### config.mk
export PLATFORM = sky130hd
export DESIGN_NAME = enc_board_top
export DESIGN_NICKNAME = d
export VERILOG_FILES = /design/src/logic/board_pkg.sv /design/src/logic/quad_pkg.sv /design/src/logic/enc_board_top.sv /design/src/logic/quad_enc.sv /design/src/logic/position_counter.sv /design/src/logic/quad_fsm.sv /design/src/logic/enc_filter.sv /design/src/logic/reset_timer.sv
export SDC_FILE = /design/constraint.sdc
export NUM_CORES = 1
export LEC_CHECK = 0
export BUFFER_PORTS_ARGS = -buffer_cell sky130_fd_sc_hd__buf_2
export CAP_MARGIN = 20
export CELL_PAD_IN_SITES_DETAIL_PLACEMENT = 0
export CELL_PAD_IN_SITES_GLOBAL_PLACEMENT = 1
export CORE_MARGIN = 5
export CORE_UTILIZATION = 50
export CTS_CLUSTER_DIAMETER = 150
export DETAILED_ROUTE_END_ITERATION = 6
export GPL_ROUTABILITY_DRIVEN = 0
export GPL_TIMING_DRIVEN = 0
export PLACE_DENSITY = 0.81
export SLEW_MARGIN = 20
export SYNTH_ARGS = -nofsm -noshare
export SYNTH_HDL_FRONTEND = slang
export SYNTH_SLANG_ARGS = --single-unit
export TNS_END_PERCENT = 5
### constraint.sdc
create_clock -name clk -period 2.3 [get_ports clk]
set_input_delay 0.115 -clock clk [delete_from_list [all_inputs] [get_ports clk]]
set_output_delay 0.115 -clock clk [all_outputs]
set_load 0.02 [all_outputs]
### src/logic/board_pkg.sv
// board level constants for the encoder board top and its reset timer
package board_pkg;

  // cycles that the encoder reset stays asserted after the board reset goes away
  localparam int reset_hold = 32;

  // down-counter width, it is loaded with reset_hold so it must hold that value
  localparam int reset_cnt_width = $clog2(reset_hold + 1);

  // two identical encoder axes on this board
  localparam int axis_count = 2;

  // low count bits shown on the leds for each axis
  localparam int led_bits_per_axis = 4;

  // total led bank, one nibble per axis
  localparam int led_width = axis_count * led_bits_per_axis;

endpackage

### src/logic/quad_pkg.sv
// quadrature decoding types and constants, imported by the filter, phase machine and counter
package quad_pkg;

  // gray-code phase of one encoder, bit 1 is phase a and bit 0 is phase b
  typedef enum logic [1:0] {
    ph_00 = 2'b00,
    ph_01 = 2'b01,
    ph_11 = 2'b11,
    ph_10 = 2'b10
  } quad_phase_t;

  // decoded event for one clock, step_none whenever the phase holds still
  typedef enum logic [1:0] {
    step_none    = 2'b00,
    step_up      = 2'b01, // forward gray neighbour 00 01 11 10
    step_down    = 2'b10, // reverse gray neighbour
    step_illegal = 2'b11  // both phases moved in the same cycle
  } quad_step_t;

  // consecutive synchronized samples that must disagree with the filtered level
  // before the filter commits the new level
  localparam int filter_len = 3;

  // the run counter has to be able to hold filter_len itself
  localparam int filter_cnt_width = $clog2(filter_len + 1);

  // signed position count, wraps modulo 2**count_width
  localparam int count_width = 16;

endpackage
### src/logic/enc_board_top.sv
// board top for two encoder axes, shows each count's low nibble on the leds and one fault line
module enc_board_top (
  input  logic                           clk,
  input  logic                           resetn, // board reset, synchronous and active low
  input  logic                           enc1a,
  input  logic                           enc1b,
  input  logic                           enc2a,
  input  logic                           enc2b,
  output logic [board_pkg::led_width-1:0] led,   // axis 1 on led[3:0], axis 2 on led[7:4]
  output logic                           faultn  // low when either axis has faulted
);

  import board_pkg::*;
  import quad_pkg::*;

  logic                   enc_resetn;               // encoder reset after the hold time
  logic [count_width-1:0] count [axis_count];       // position per axis
  logic [axis_count-1:0]  axis_faultn;              // fault per axis, active low

  reset_timer u_reset_timer (
    .clk        (clk),
    .resetn     (resetn),
    .enc_resetn (enc_resetn)
  );

  quad_enc quad1 (
    .clk    (clk),
    .resetn (enc_resetn),
    .a      (enc1a),
    .b      (enc1b),
    .count  (count[0]),
    .faultn (axis_faultn[0])
  );

  quad_enc quad2 (
    .clk    (clk),
    .resetn (enc_resetn),
    .a      (enc2a),
    .b      (enc2b),
    .count  (count[1]),
    .faultn (axis_faultn[1])
  );

  // each axis gets its own nibble, count bit 3 lands on the nibble's top led
  always_comb begin
    for (int i = 0; i < axis_count; i++) begin
      led[i*led_bits_per_axis +: led_bits_per_axis] = count[i][led_bits_per_axis-1:0];
    end
  end

  assign faultn = &axis_faultn; // any faulted axis pulls the board line low

endmodule

### src/logic/quad_enc.sv
// one encoder axis that filters the pins, decodes the phase steps and keeps the position count
module quad_enc (
  input  logic                             clk,
  input  logic                             resetn, // stretched encoder reset
  input  logic                             a,      // raw phase a pin
  input  logic                             b,      // raw phase b pin
  output logic [quad_pkg::count_width-1:0] count,
  output logic                             faultn
);

  import quad_pkg::*;

  logic       a_filt;
  logic       b_filt;
  quad_step_t step;

  // pin to filtered level takes 2 + filter_len cycles
  enc_filter u_filter (
    .clk    (clk),
    .resetn (resetn),
    .a      (a),
    .b      (b),
    .a_filt (a_filt),
    .b_filt (b_filt)
  );

  // one more cycle to the step pulse
  quad_fsm u_fsm (
    .clk    (clk),
    .resetn (resetn),
    .a_filt (a_filt),
    .b_filt (b_filt),
    .step   (step)
  );

  // and one more to the count and fault
  position_counter u_counter (
    .clk    (clk),
    .resetn (resetn),
    .step   (step),
    .count  (count),
    .faultn (faultn)
  );

endmodule

### src/logic/position_counter.sv
// up/down position counter for one axis with a sticky fault that freezes the count
module position_counter (
  input  logic                               clk,
  input  logic                               resetn,
  input  quad_pkg::quad_step_t               step,
  output logic [quad_pkg::count_width-1:0]   count,  // two's complement, wraps
  output logic                               faultn  // low once an illegal move was seen
);

  import quad_pkg::*;

  always_ff @(posedge clk) begin
    if (!resetn) begin
      count  <= '0;
      faultn <= 1'b1;
    end else if (faultn) begin
      // steps only count while the axis is healthy
      case (step)
        step_up: begin
          count <= count + 1'b1; // wraps from 16'h7fff to 16'h8000 and 16'hffff to zero
        end
        step_down: begin
          count <= count - 1'b1;
        end
        step_illegal: begin
          faultn <= 1'b0; // count holds its last good value from here on
        end
        default: begin
          count <= count;
        end
      endcase
    end
  end

  // once faultn is low nothing above touches the registers until the next reset

endmodule

### src/logic/quad_fsm.sv
// phase state machine that turns filtered a and b changes into up, down and illegal step pulses
module quad_fsm (
  input  logic                 clk,
  input  logic                 resetn,
  input  logic                 a_filt,
  input  logic                 b_filt,
  output quad_pkg::quad_step_t step   // one-cycle pulse, step_none otherwise
);

  import quad_pkg::*;

  quad_phase_t phase_q;   // phase seen on the previous cycle
  quad_phase_t phase_in;  // phase on the filtered inputs now
  quad_phase_t phase_fwd; // phase one step forward from phase_q
  quad_phase_t phase_rev; // phase one step back from phase_q
  quad_step_t  step_d;    // classification of the move, registered into step

  assign phase_in = quad_phase_t'({a_filt, b_filt});

  // gray neighbours of the current phase in the order 00 01 11 10
  always_comb begin
    phase_fwd = ph_00;
    phase_rev = ph_00;
    case (phase_q)
      ph_00: begin
        phase_fwd = ph_01;
        phase_rev = ph_10;
      end
      ph_01: begin
        phase_fwd = ph_11;
        phase_rev = ph_00;
      end
      ph_11: begin
        phase_fwd = ph_10;
        phase_rev = ph_01;
      end
      ph_10: begin
        phase_fwd = ph_00;
        phase_rev = ph_11;
      end
      default: begin
        phase_fwd = ph_00;
        phase_rev = ph_00;
      end
    endcase
  end

  // the only phase that is neither equal nor a neighbour is the opposite one,
  // which means both phases flipped together
  always_comb begin
    if (phase_in == phase_q) begin
      step_d = step_none;
    end else if (phase_in == phase_fwd) begin
      step_d = step_up;
    end else if (phase_in == phase_rev) begin
      step_d = step_down;
    end else begin
      step_d = step_illegal;
    end
  end

  always_ff @(posedge clk) begin
    if (!resetn) begin
      phase_q <= phase_in;  // adopt the current phase so release emits no step
      step    <= step_none;
    end else begin
      phase_q <= phase_in;  // follow the inputs, illegal moves included
      step    <= step_d;    // pulse lands one cycle after the filtered change
    end
  end

endmodule

### src/logic/enc_filter.sv
// synchronizes one encoder's a and b pins and removes pulses too short to be real phase edges
module enc_filter (
  input  logic clk,
  input  logic resetn,
  input  logic a,      // asynchronous pin
  input  logic b,      // asynchronous pin
  output logic a_filt,
  output logic b_filt
);

  import quad_pkg::*;

  // index 1 carries phase a and index 0 carries phase b throughout
  logic [1:0] pin_meta; // first synchronizer stage, may go metastable
  logic [1:0] pin_sync; // second stage, safe to use in logic
  logic [1:0] pin_filt; // accepted level
  logic [filter_cnt_width-1:0] run_cnt [2]; // samples seen that disagree with pin_filt

  // plain two-flop synchronizer for both pins
  always_ff @(posedge clk) begin
    pin_meta <= {a, b};
    pin_sync <= pin_meta;
  end

  // one run counter per pin, a and b are filtered independently
  always_ff @(posedge clk) begin
    for (int i = 0; i < 2; i++) begin
      if (!resetn) begin
        // take the pin level as it stands so no edge is seen at release
        pin_filt[i] <= pin_sync[i];
        run_cnt[i]  <= '0;
      end else if (pin_sync[i] == pin_filt[i]) begin
        run_cnt[i] <= '0; // pin agrees again, any pending change was a glitch
      end else if (run_cnt[i] == filter_cnt_width'(filter_len)) begin
        // filter_len disagreeing samples in a row and the pin still holds the new level
        pin_filt[i] <= pin_sync[i];
        run_cnt[i]  <= '0;
      end else begin
        run_cnt[i] <= run_cnt[i] + 1'b1;
      end
    end
  end

  // an edge sampled into pin_meta shows up here 2 + filter_len edges later
  assign a_filt = pin_filt[1];
  assign b_filt = pin_filt[0];

endmodule

### src/logic/reset_timer.sv
// stretches the board reset so the encoder logic leaves reset a fixed time after resetn rises
module reset_timer (
  input  logic clk,
  input  logic resetn,     // board reset, synchronous and active low
  output logic enc_resetn  // stretched reset for both encoder axes
);

  import board_pkg::*;

  // remaining hold cycles, reaches zero and then stays there
  logic [reset_cnt_width-1:0] hold_cnt;

  always_ff @(posedge clk) begin
    if (!resetn) begin
      hold_cnt   <= reset_cnt_width'(reset_hold); // reload on every board reset
      enc_resetn <= 1'b0;
    end else begin
      if (hold_cnt != '0) begin
        hold_cnt <= hold_cnt - 1'b1;
      end
      // the release is taken from the count before this edge, so the first edge that
      // samples resetn high is cycle zero and enc_resetn rises on edge reset_hold
      enc_resetn <= (hold_cnt == '0);
    end
  end

endmodule

Word level (Yosys, flattened, before mapping)

Memories as Yosys holds them, arrays and structs flattened.
Cells that the tools add are included.

Memories kept: 2
Output and inout port bits: 9
Logic and storage cells: 178
Memory bits (writable): 8
Bits of input ports: 6
Flip-flop bits (word level): 61

Memory list:

| memory                 | depth | width | read ports | clocked after memory_dff | write ports | RTL line         | source |
|---|---|---|---|---|---|---|---|
| quad1.u_filter.run_cnt | 2     | 2     | 2          | 0                        | 2           | enc_filter.sv:17 | `logic [filter_cnt_width-1:0] run_cnt [2];` |
| quad2.u_filter.run_cnt | 2     | 2     | 2          | 0                        | 2           | enc_filter.sv:17 |  |

Bitwise operators: 13
Reductions and logical operators: 17
Add/subtract/negate cells: 9
Equality and inequality tests: 34
Muxes and demuxes: 83

Operator list:

| operator                | count |
|---|---|
| $mux W1                 | 65 |
| $pmux W16 S2            | 2 |
| $add A16 B1 Y16 const B | 2 |
| $pmux W2 S4             | 4 |
| $sub A16 B1 Y16 const B | 2 |
| $eq A2 B2 Y1 const B    | 12 |
| $mux W2                 | 12 |
| $reduce_and A2 Y1       | 7 |
| $eq A2 B2 Y1            | 6 |
| $or A1 B1 Y1            | 12 |
| $add A2 B1 Y2 const B   | 4 |
| $eq A2 B1 Y1 const B    | 4 |
| $ne A2 B1 Y1 const B    | 4 |
| $ne A2 B2 Y1 const B    | 4 |
| $logic_not A6 Y1        | 1 |
| $reduce_bool A6 Y1      | 1 |
| $reduce_or A3 Y1        | 2 |
| $sub A6 B1 Y6 const B   | 1 |
| $eq A1 B1 Y1            | 4 |
| $logic_not A2 Y1        | 2 |
| $reduce_bool A2 Y1      | 2 |
| $reduce_or A2 Y1        | 2 |
| $not A1 Y1              | 1 |

Depth between registers and ports, before layout

An unclocked memory read counts as a cell.

Depth after elaboration: 8
Depth in mapped cells: 8
Gate-level depth less buffers: 8

By module

From an unflattened synthesis, not the netlist that was laid out.

Cell total of the unflattened synthesis: 583
Area, all modules: 4755.8 sq um

Modules (own cells, without submodules):

| module           | area each (sq um) | seq. area each (sq um) | instances | cells an instance |
|---|---|---|---|---|
| position_counter | 1666.6            | 340.3                  | 2         | 233 |
| enc_filter       | 366.6             | 260.2                  | 2         | 23 |
| reset_timer      | 372.9             | 140.1                  | 1         | 38 |
| quad_fsm         | 155.1             | 80.1                   | 2         | 16 |
| enc_board_top    | 6.3               | 0.0                    | 1         | 1 |

Worst setup path before layout

No wires, ideal clock.

Path type: register to register
Start: register quad1.u_fsm.step[0]
End: register quad1.u_counter.count[3] (netlist name)
Buffers on the path: 0
Required time: 2.185 ns
Data arrival time: 1.423 ns
Path slack: 0.762 ns
Cell stages (with the launch flop): 7
Period minus slack after synthesis: 1.538 ns
Setup time: 0.115 ns
Path through: dfxtp_1 inv_1 ha_1 nor2b_1 o2111ai_1 and3_1 o21a_1

Longest elaborated chain between the ends: 3
Elaborated cells between the ends (all ways): 5
Those cells by class: eq/ne: 2; mux: 1; reduce/logical: 2

Ends and longest elaborated chain:

| item                                         | RTL line               | source |
|---|---|---|
| start: declaration                           | quad_fsm.sv:7          | `output quad_pkg::quad_step_t step` |
| start signal: assignment                     | quad_fsm.sv:65         | `step <= step_none;` |
| start signal: assignment                     | quad_fsm.sv:68         | `step <= step_d;` |
| $eq A2 B2 Y1 or $eq A2 B1 Y1 (tied branches) | position_counter.sv:18 | `case (step)` |
| $reduce_bool A2 Y1 (no line)                 | n/a                    |  |
| $reduce_and A2 Y1 (no line)                  | n/a                    |  |
| end signal: assignment                       | position_counter.sv:20 | `count <= count + 1'b1;` |
| end signal: assignment                       | position_counter.sv:23 | `count <= count - 1'b1;` |
| end signal: assignment                       | position_counter.sv:29 | `count <= count;` |
| end: declaration                             | position_counter.sv:6  | `output logic [quad_pkg::count_width-1:0] count,` |

Several ways; a longest one is shown, not always the timed one.
A chain may end at the register's enable or synchronous reset.

Final worst setup path

Same ends and word-level chain as after synthesis.

==> results.sh <==
export IMPL_ys_ff_latch=45
export IMPL_worstSetupPathType="register to register"
export IMPL_path_cells="inv_1 > ha_1 > nor2b_1 > o2111ai_1 > and3_1 > o21a_1"
export IMPL_r2r_start="quad1.u_fsm.step[0]"
export IMPL_ctsResizeCount=0
export IMPL_synthFlopType="dfxtp_1"
export IMPL_slew_violations=0
export IMPL_crit_path_start_kind="register"
export IMPL_io_buffer_count=14
export IMPL_htree_levels=2
export IMPL_die_area_um2=5300
export IMPL_leakagePower_nw=1.04
export IMPL_start_util_pct=52.7
export IMPL_skew_ns=0.00927
export IMPL_grt_usage_pct=13.2
export IMPL_fin_crit_sh_pct=77.2
export IMPL_place_inst=251
export IMPL_cts_inserted_buffers=5
export IMPL_hp_start="quad1.u_filter.pin_meta[1]"
export IMPL_fill_cells=329
export IMPL_antenna_left=0
export IMPL_cts_sinks=45
export IMPL_syn_area_per_cell_um2=10.8
export IMPL_cts_tree="yes"
export IMPL_die_h_um=72.8
export IMPL_ff2ff_path_depth=6
export IMPL_cp_end_kind="register"
export IMPL_rsz0062_at_grt="false"
export IMPL_hpwl_um=2320
export IMPL_clk_path_buf_depth=2
export IMPL_grt_ovfl_total=0
export IMPL_cp_max_fo=5
export IMPL_hold_depth=0
export IMPL_crit_arrival_ns=1.97
export IMPL_nets=234
export IMPL_synth_async_reset_ratio_pct=0
export IMPL_routed_wl_um=3180
export IMPL_maxSlewHeadroom_pct=66.2
export IMPL_synth_edf_count=12
export IMPL_power_density_nw_per_um2=808
export IMPL_viasPerCell=5.08
export IMPL_slowest_stage="nor2b_1"
export IMPL_io_pins=15
export IMPL_die_w_um=72.8
export IMPL_cp_required_ns=2.50
export IMPL_cts_root_buf="clkbuf_8"
export IMPL_period_minus_slack_ns=1.78
export IMPL_regToRegSetupSlack_ns=0.52
export IMPL_ys_warn_count=0
export IMPL_dr_total_vias=1342
export IMPL_rows=22
export IMPL_drc_errors=0
export IMPL_drt_pass1_iterations=4
export IMPL_synth_area_um2=1970
export IMPL_layout_area_overhead_vs_synth_pct=15.4
export IMPL_grt_pass1_wl_um=5470
export IMPL_hold_end="quad1.u_filter.pin_sync[1]"
export IMPL_slowest_delay_ns=0.38
export IMPL_synthCells=182
export IMPL_drt_iter0_drc=39
export IMPL_tns_ns=0
export IMPL_wl_per_cell_um=12.0
export IMPL_first_global_vias=1319
export IMPL_num_antenna_cells=0
export IMPL_timing_rr_end="quad1.u_counter.count[3]"
export IMPL_fin_cells=264
export IMPL_finalHoldViolCount=0
export IMPL_cts_clk_slew_worst_paths_ns=0.08
export IMPL_synth_cell_types=31
export IMPL_max_slew_worst_pin_slew_ns=0.508
export IMPL_core_area_um2=3740
export IMPL_status="completed"
export IMPL_antenna_found_initial=0
export IMPL_min_path_type="register to register"
export IMPL_vdd_drop_max_v=0.000579
export IMPL_layout_commonest_cell="dfxtp_1"
export IMPL_yosysSeqAreaShare_pct=51.8
export IMPL_clk_latency_ns=0.29
export IMPL_grt_max_degree=15
export IMPL_finalSetupViolations=0
export IMPL_drive_gt1_share_pct=13.0
export IMPL_maxCapViolations=0
export IMPL_fmax_mhz=563
export IMPL_final_cell_mix="dfxtp_1, nand2_1, buf_2"
==> final cells by class <==
| cell class | instances | area (µm²) | share of cell area [%] |
|---|---|---|---|
| sequential | 45 | 1020 | 44.9 |
| clock inverter | 2 | 13.8 | 0.605 |
| multi-input combinational | 126 | 907 | 39.9 |
| buffer | 5 | 21.3 | 0.935 |
| clock buffer | 6 | 82.6 | 3.63 |
| timing repair buffer | 19 | 120 | 5.28 |
| tap | 48 | 60.1 | 2.64 |
| inverter | 13 | 48.8 | 2.15 |
==> synthesized netlist by cell type (3+ instances only) <==
cell type / number / area, µm²
o311a_1: 4 / 40.0
clkbuf_1: 3 / 11.3
o21ai_0: 6 / 30.0
nor2_1: 13 / 48.8
ha_1: 13 / 163
mux2i_1: 9 / 90.1
nor2b_1: 6 / 37.5
dfxtp_1: 33 / 661
nor4bb_1: 4 / 40.0
a21oi_1: 5 / 25.0
xor2_1: 9 / 78.8
inv_1: 13 / 48.8
edfxtp_1: 12 / 360
nand2b_1: 3 / 18.8
and4b_1: 5 / 50.1
nand2_1: 18 / 67.6
xnor2_1: 3 / 26.3
==> power by group <==
group	internal, W	switching (W)	total, W
sequential	0.000900	0.0000663	0.000966
clock	0.000243	0.000253	0.000496
combinational	0.000186	0.000191	0.000377
==> per-stage QoR <==
step | setup WS [ns] | area, µm² | power, W | hold slack, ns | utilization, %
2_1_floorplan | 0.762 | 2000 | 0.00127 | 0.143 | -
3_3_place_gp | 0.622 | 2130 | 0.00132 | 0.217 | 56.9
3_5_place_dp | 0.530 | 2130 | 0.00136 | 0.219 | 56.9
4_1_cts | 0.513 | 2270 | 0.00186 | 0.334 | 60.8
5_1_grt | 0.398 | 2270 | 0.00196 | 0.337 | 60.8
6_report | 0.525 | 2270 | 0.00184 | 0.329 | 60.8
==> worst max-delay path, delay by kind of cell (launching register included) <==
family | cells | cell delay, ns
buffers and inverters | 1 | 0.06
adder cells (fa/ha/maj) | 1 | 0.28
AO/OA/AOI/OAI | 2 | 0.39
flip-flops | 1 | 0.34
AND/OR/NAND/NOR | 2 | 0.61
==> what timing repair did <==
action                                  in CTS  in global routing
buffers inserted                             0                  0
endpoints found under the setup margin       0                  0
hold buffers                                 5                  0
hold endpoints to repair                     5                  0
==> state kept, by name, summed over array words and instances (netlist names) <==
name and cells:
quad1.u_counter.count 4, quad1.u_counter.faultn 1, quad1.u_filter.pin_filt 2, quad1.u_filter.pin_meta 2
quad1.u_filter.pin_sync 2, quad1.u_filter.run_cnt 4, quad1.u_fsm.phase_q 2, quad1.u_fsm.step 2
quad2.u_counter.count 4, quad2.u_counter.faultn 1, quad2.u_filter.pin_filt 2, quad2.u_filter.pin_meta 2
quad2.u_filter.pin_sync 2, quad2.u_filter.run_cnt 4, quad2.u_fsm.phase_q 2, quad2.u_fsm.step 2
u_reset_timer.enc_resetn 1, u_reset_timer.hold_cnt 6
==> worst max-delay path by stage <==
| stage | slack (ns) | end | startpoint |
|---|---|---|---|
| finish | 0.52 | quad1.u_counter.count[3] | quad1.u_fsm.step[0] |
| global route | 0.40 | quad1.u_counter.count[3] | quad1.u_fsm.step[0] |
| CTS | 0.51 | quad1.u_counter.count[3] | quad1.u_fsm.step[0] |
| detailed placement | 0.53 | quad1.u_counter.count[3] | quad1.u_fsm.step[0] |
| global placement | 0.62 | quad1.u_counter.count[3] | quad1.u_fsm.step[0] |
| floorplan | 0.76 | quad1.u_counter.count[3] | quad1.u_fsm.step[0] |
==> cells by family (layout without fill, tap and decap cells) <==
kind of cell	after synthesis	count (layout)	share of synthesized area, %
other	1	8	0.190
adder cells (fa/ha/maj)	13	13	8.25
multiplexers	10	10	5.14
XOR/XNOR	12	12	5.33
AO/OA/AOI/OAI	20	20	7.11
flip-flops	45	45	51.8
AND/OR/NAND/NOR	63	63	18.7
buffers and inverters	18	45	3.55
==> per-layer routing <==
metal	global-route usage, %	wire length, µm
met5	0	0
met4	7.79	63
met3	3.31	131
met2	22.0	1550
met1	15.3	1440
Note: power is estimated with default switching activity, not from simulation.
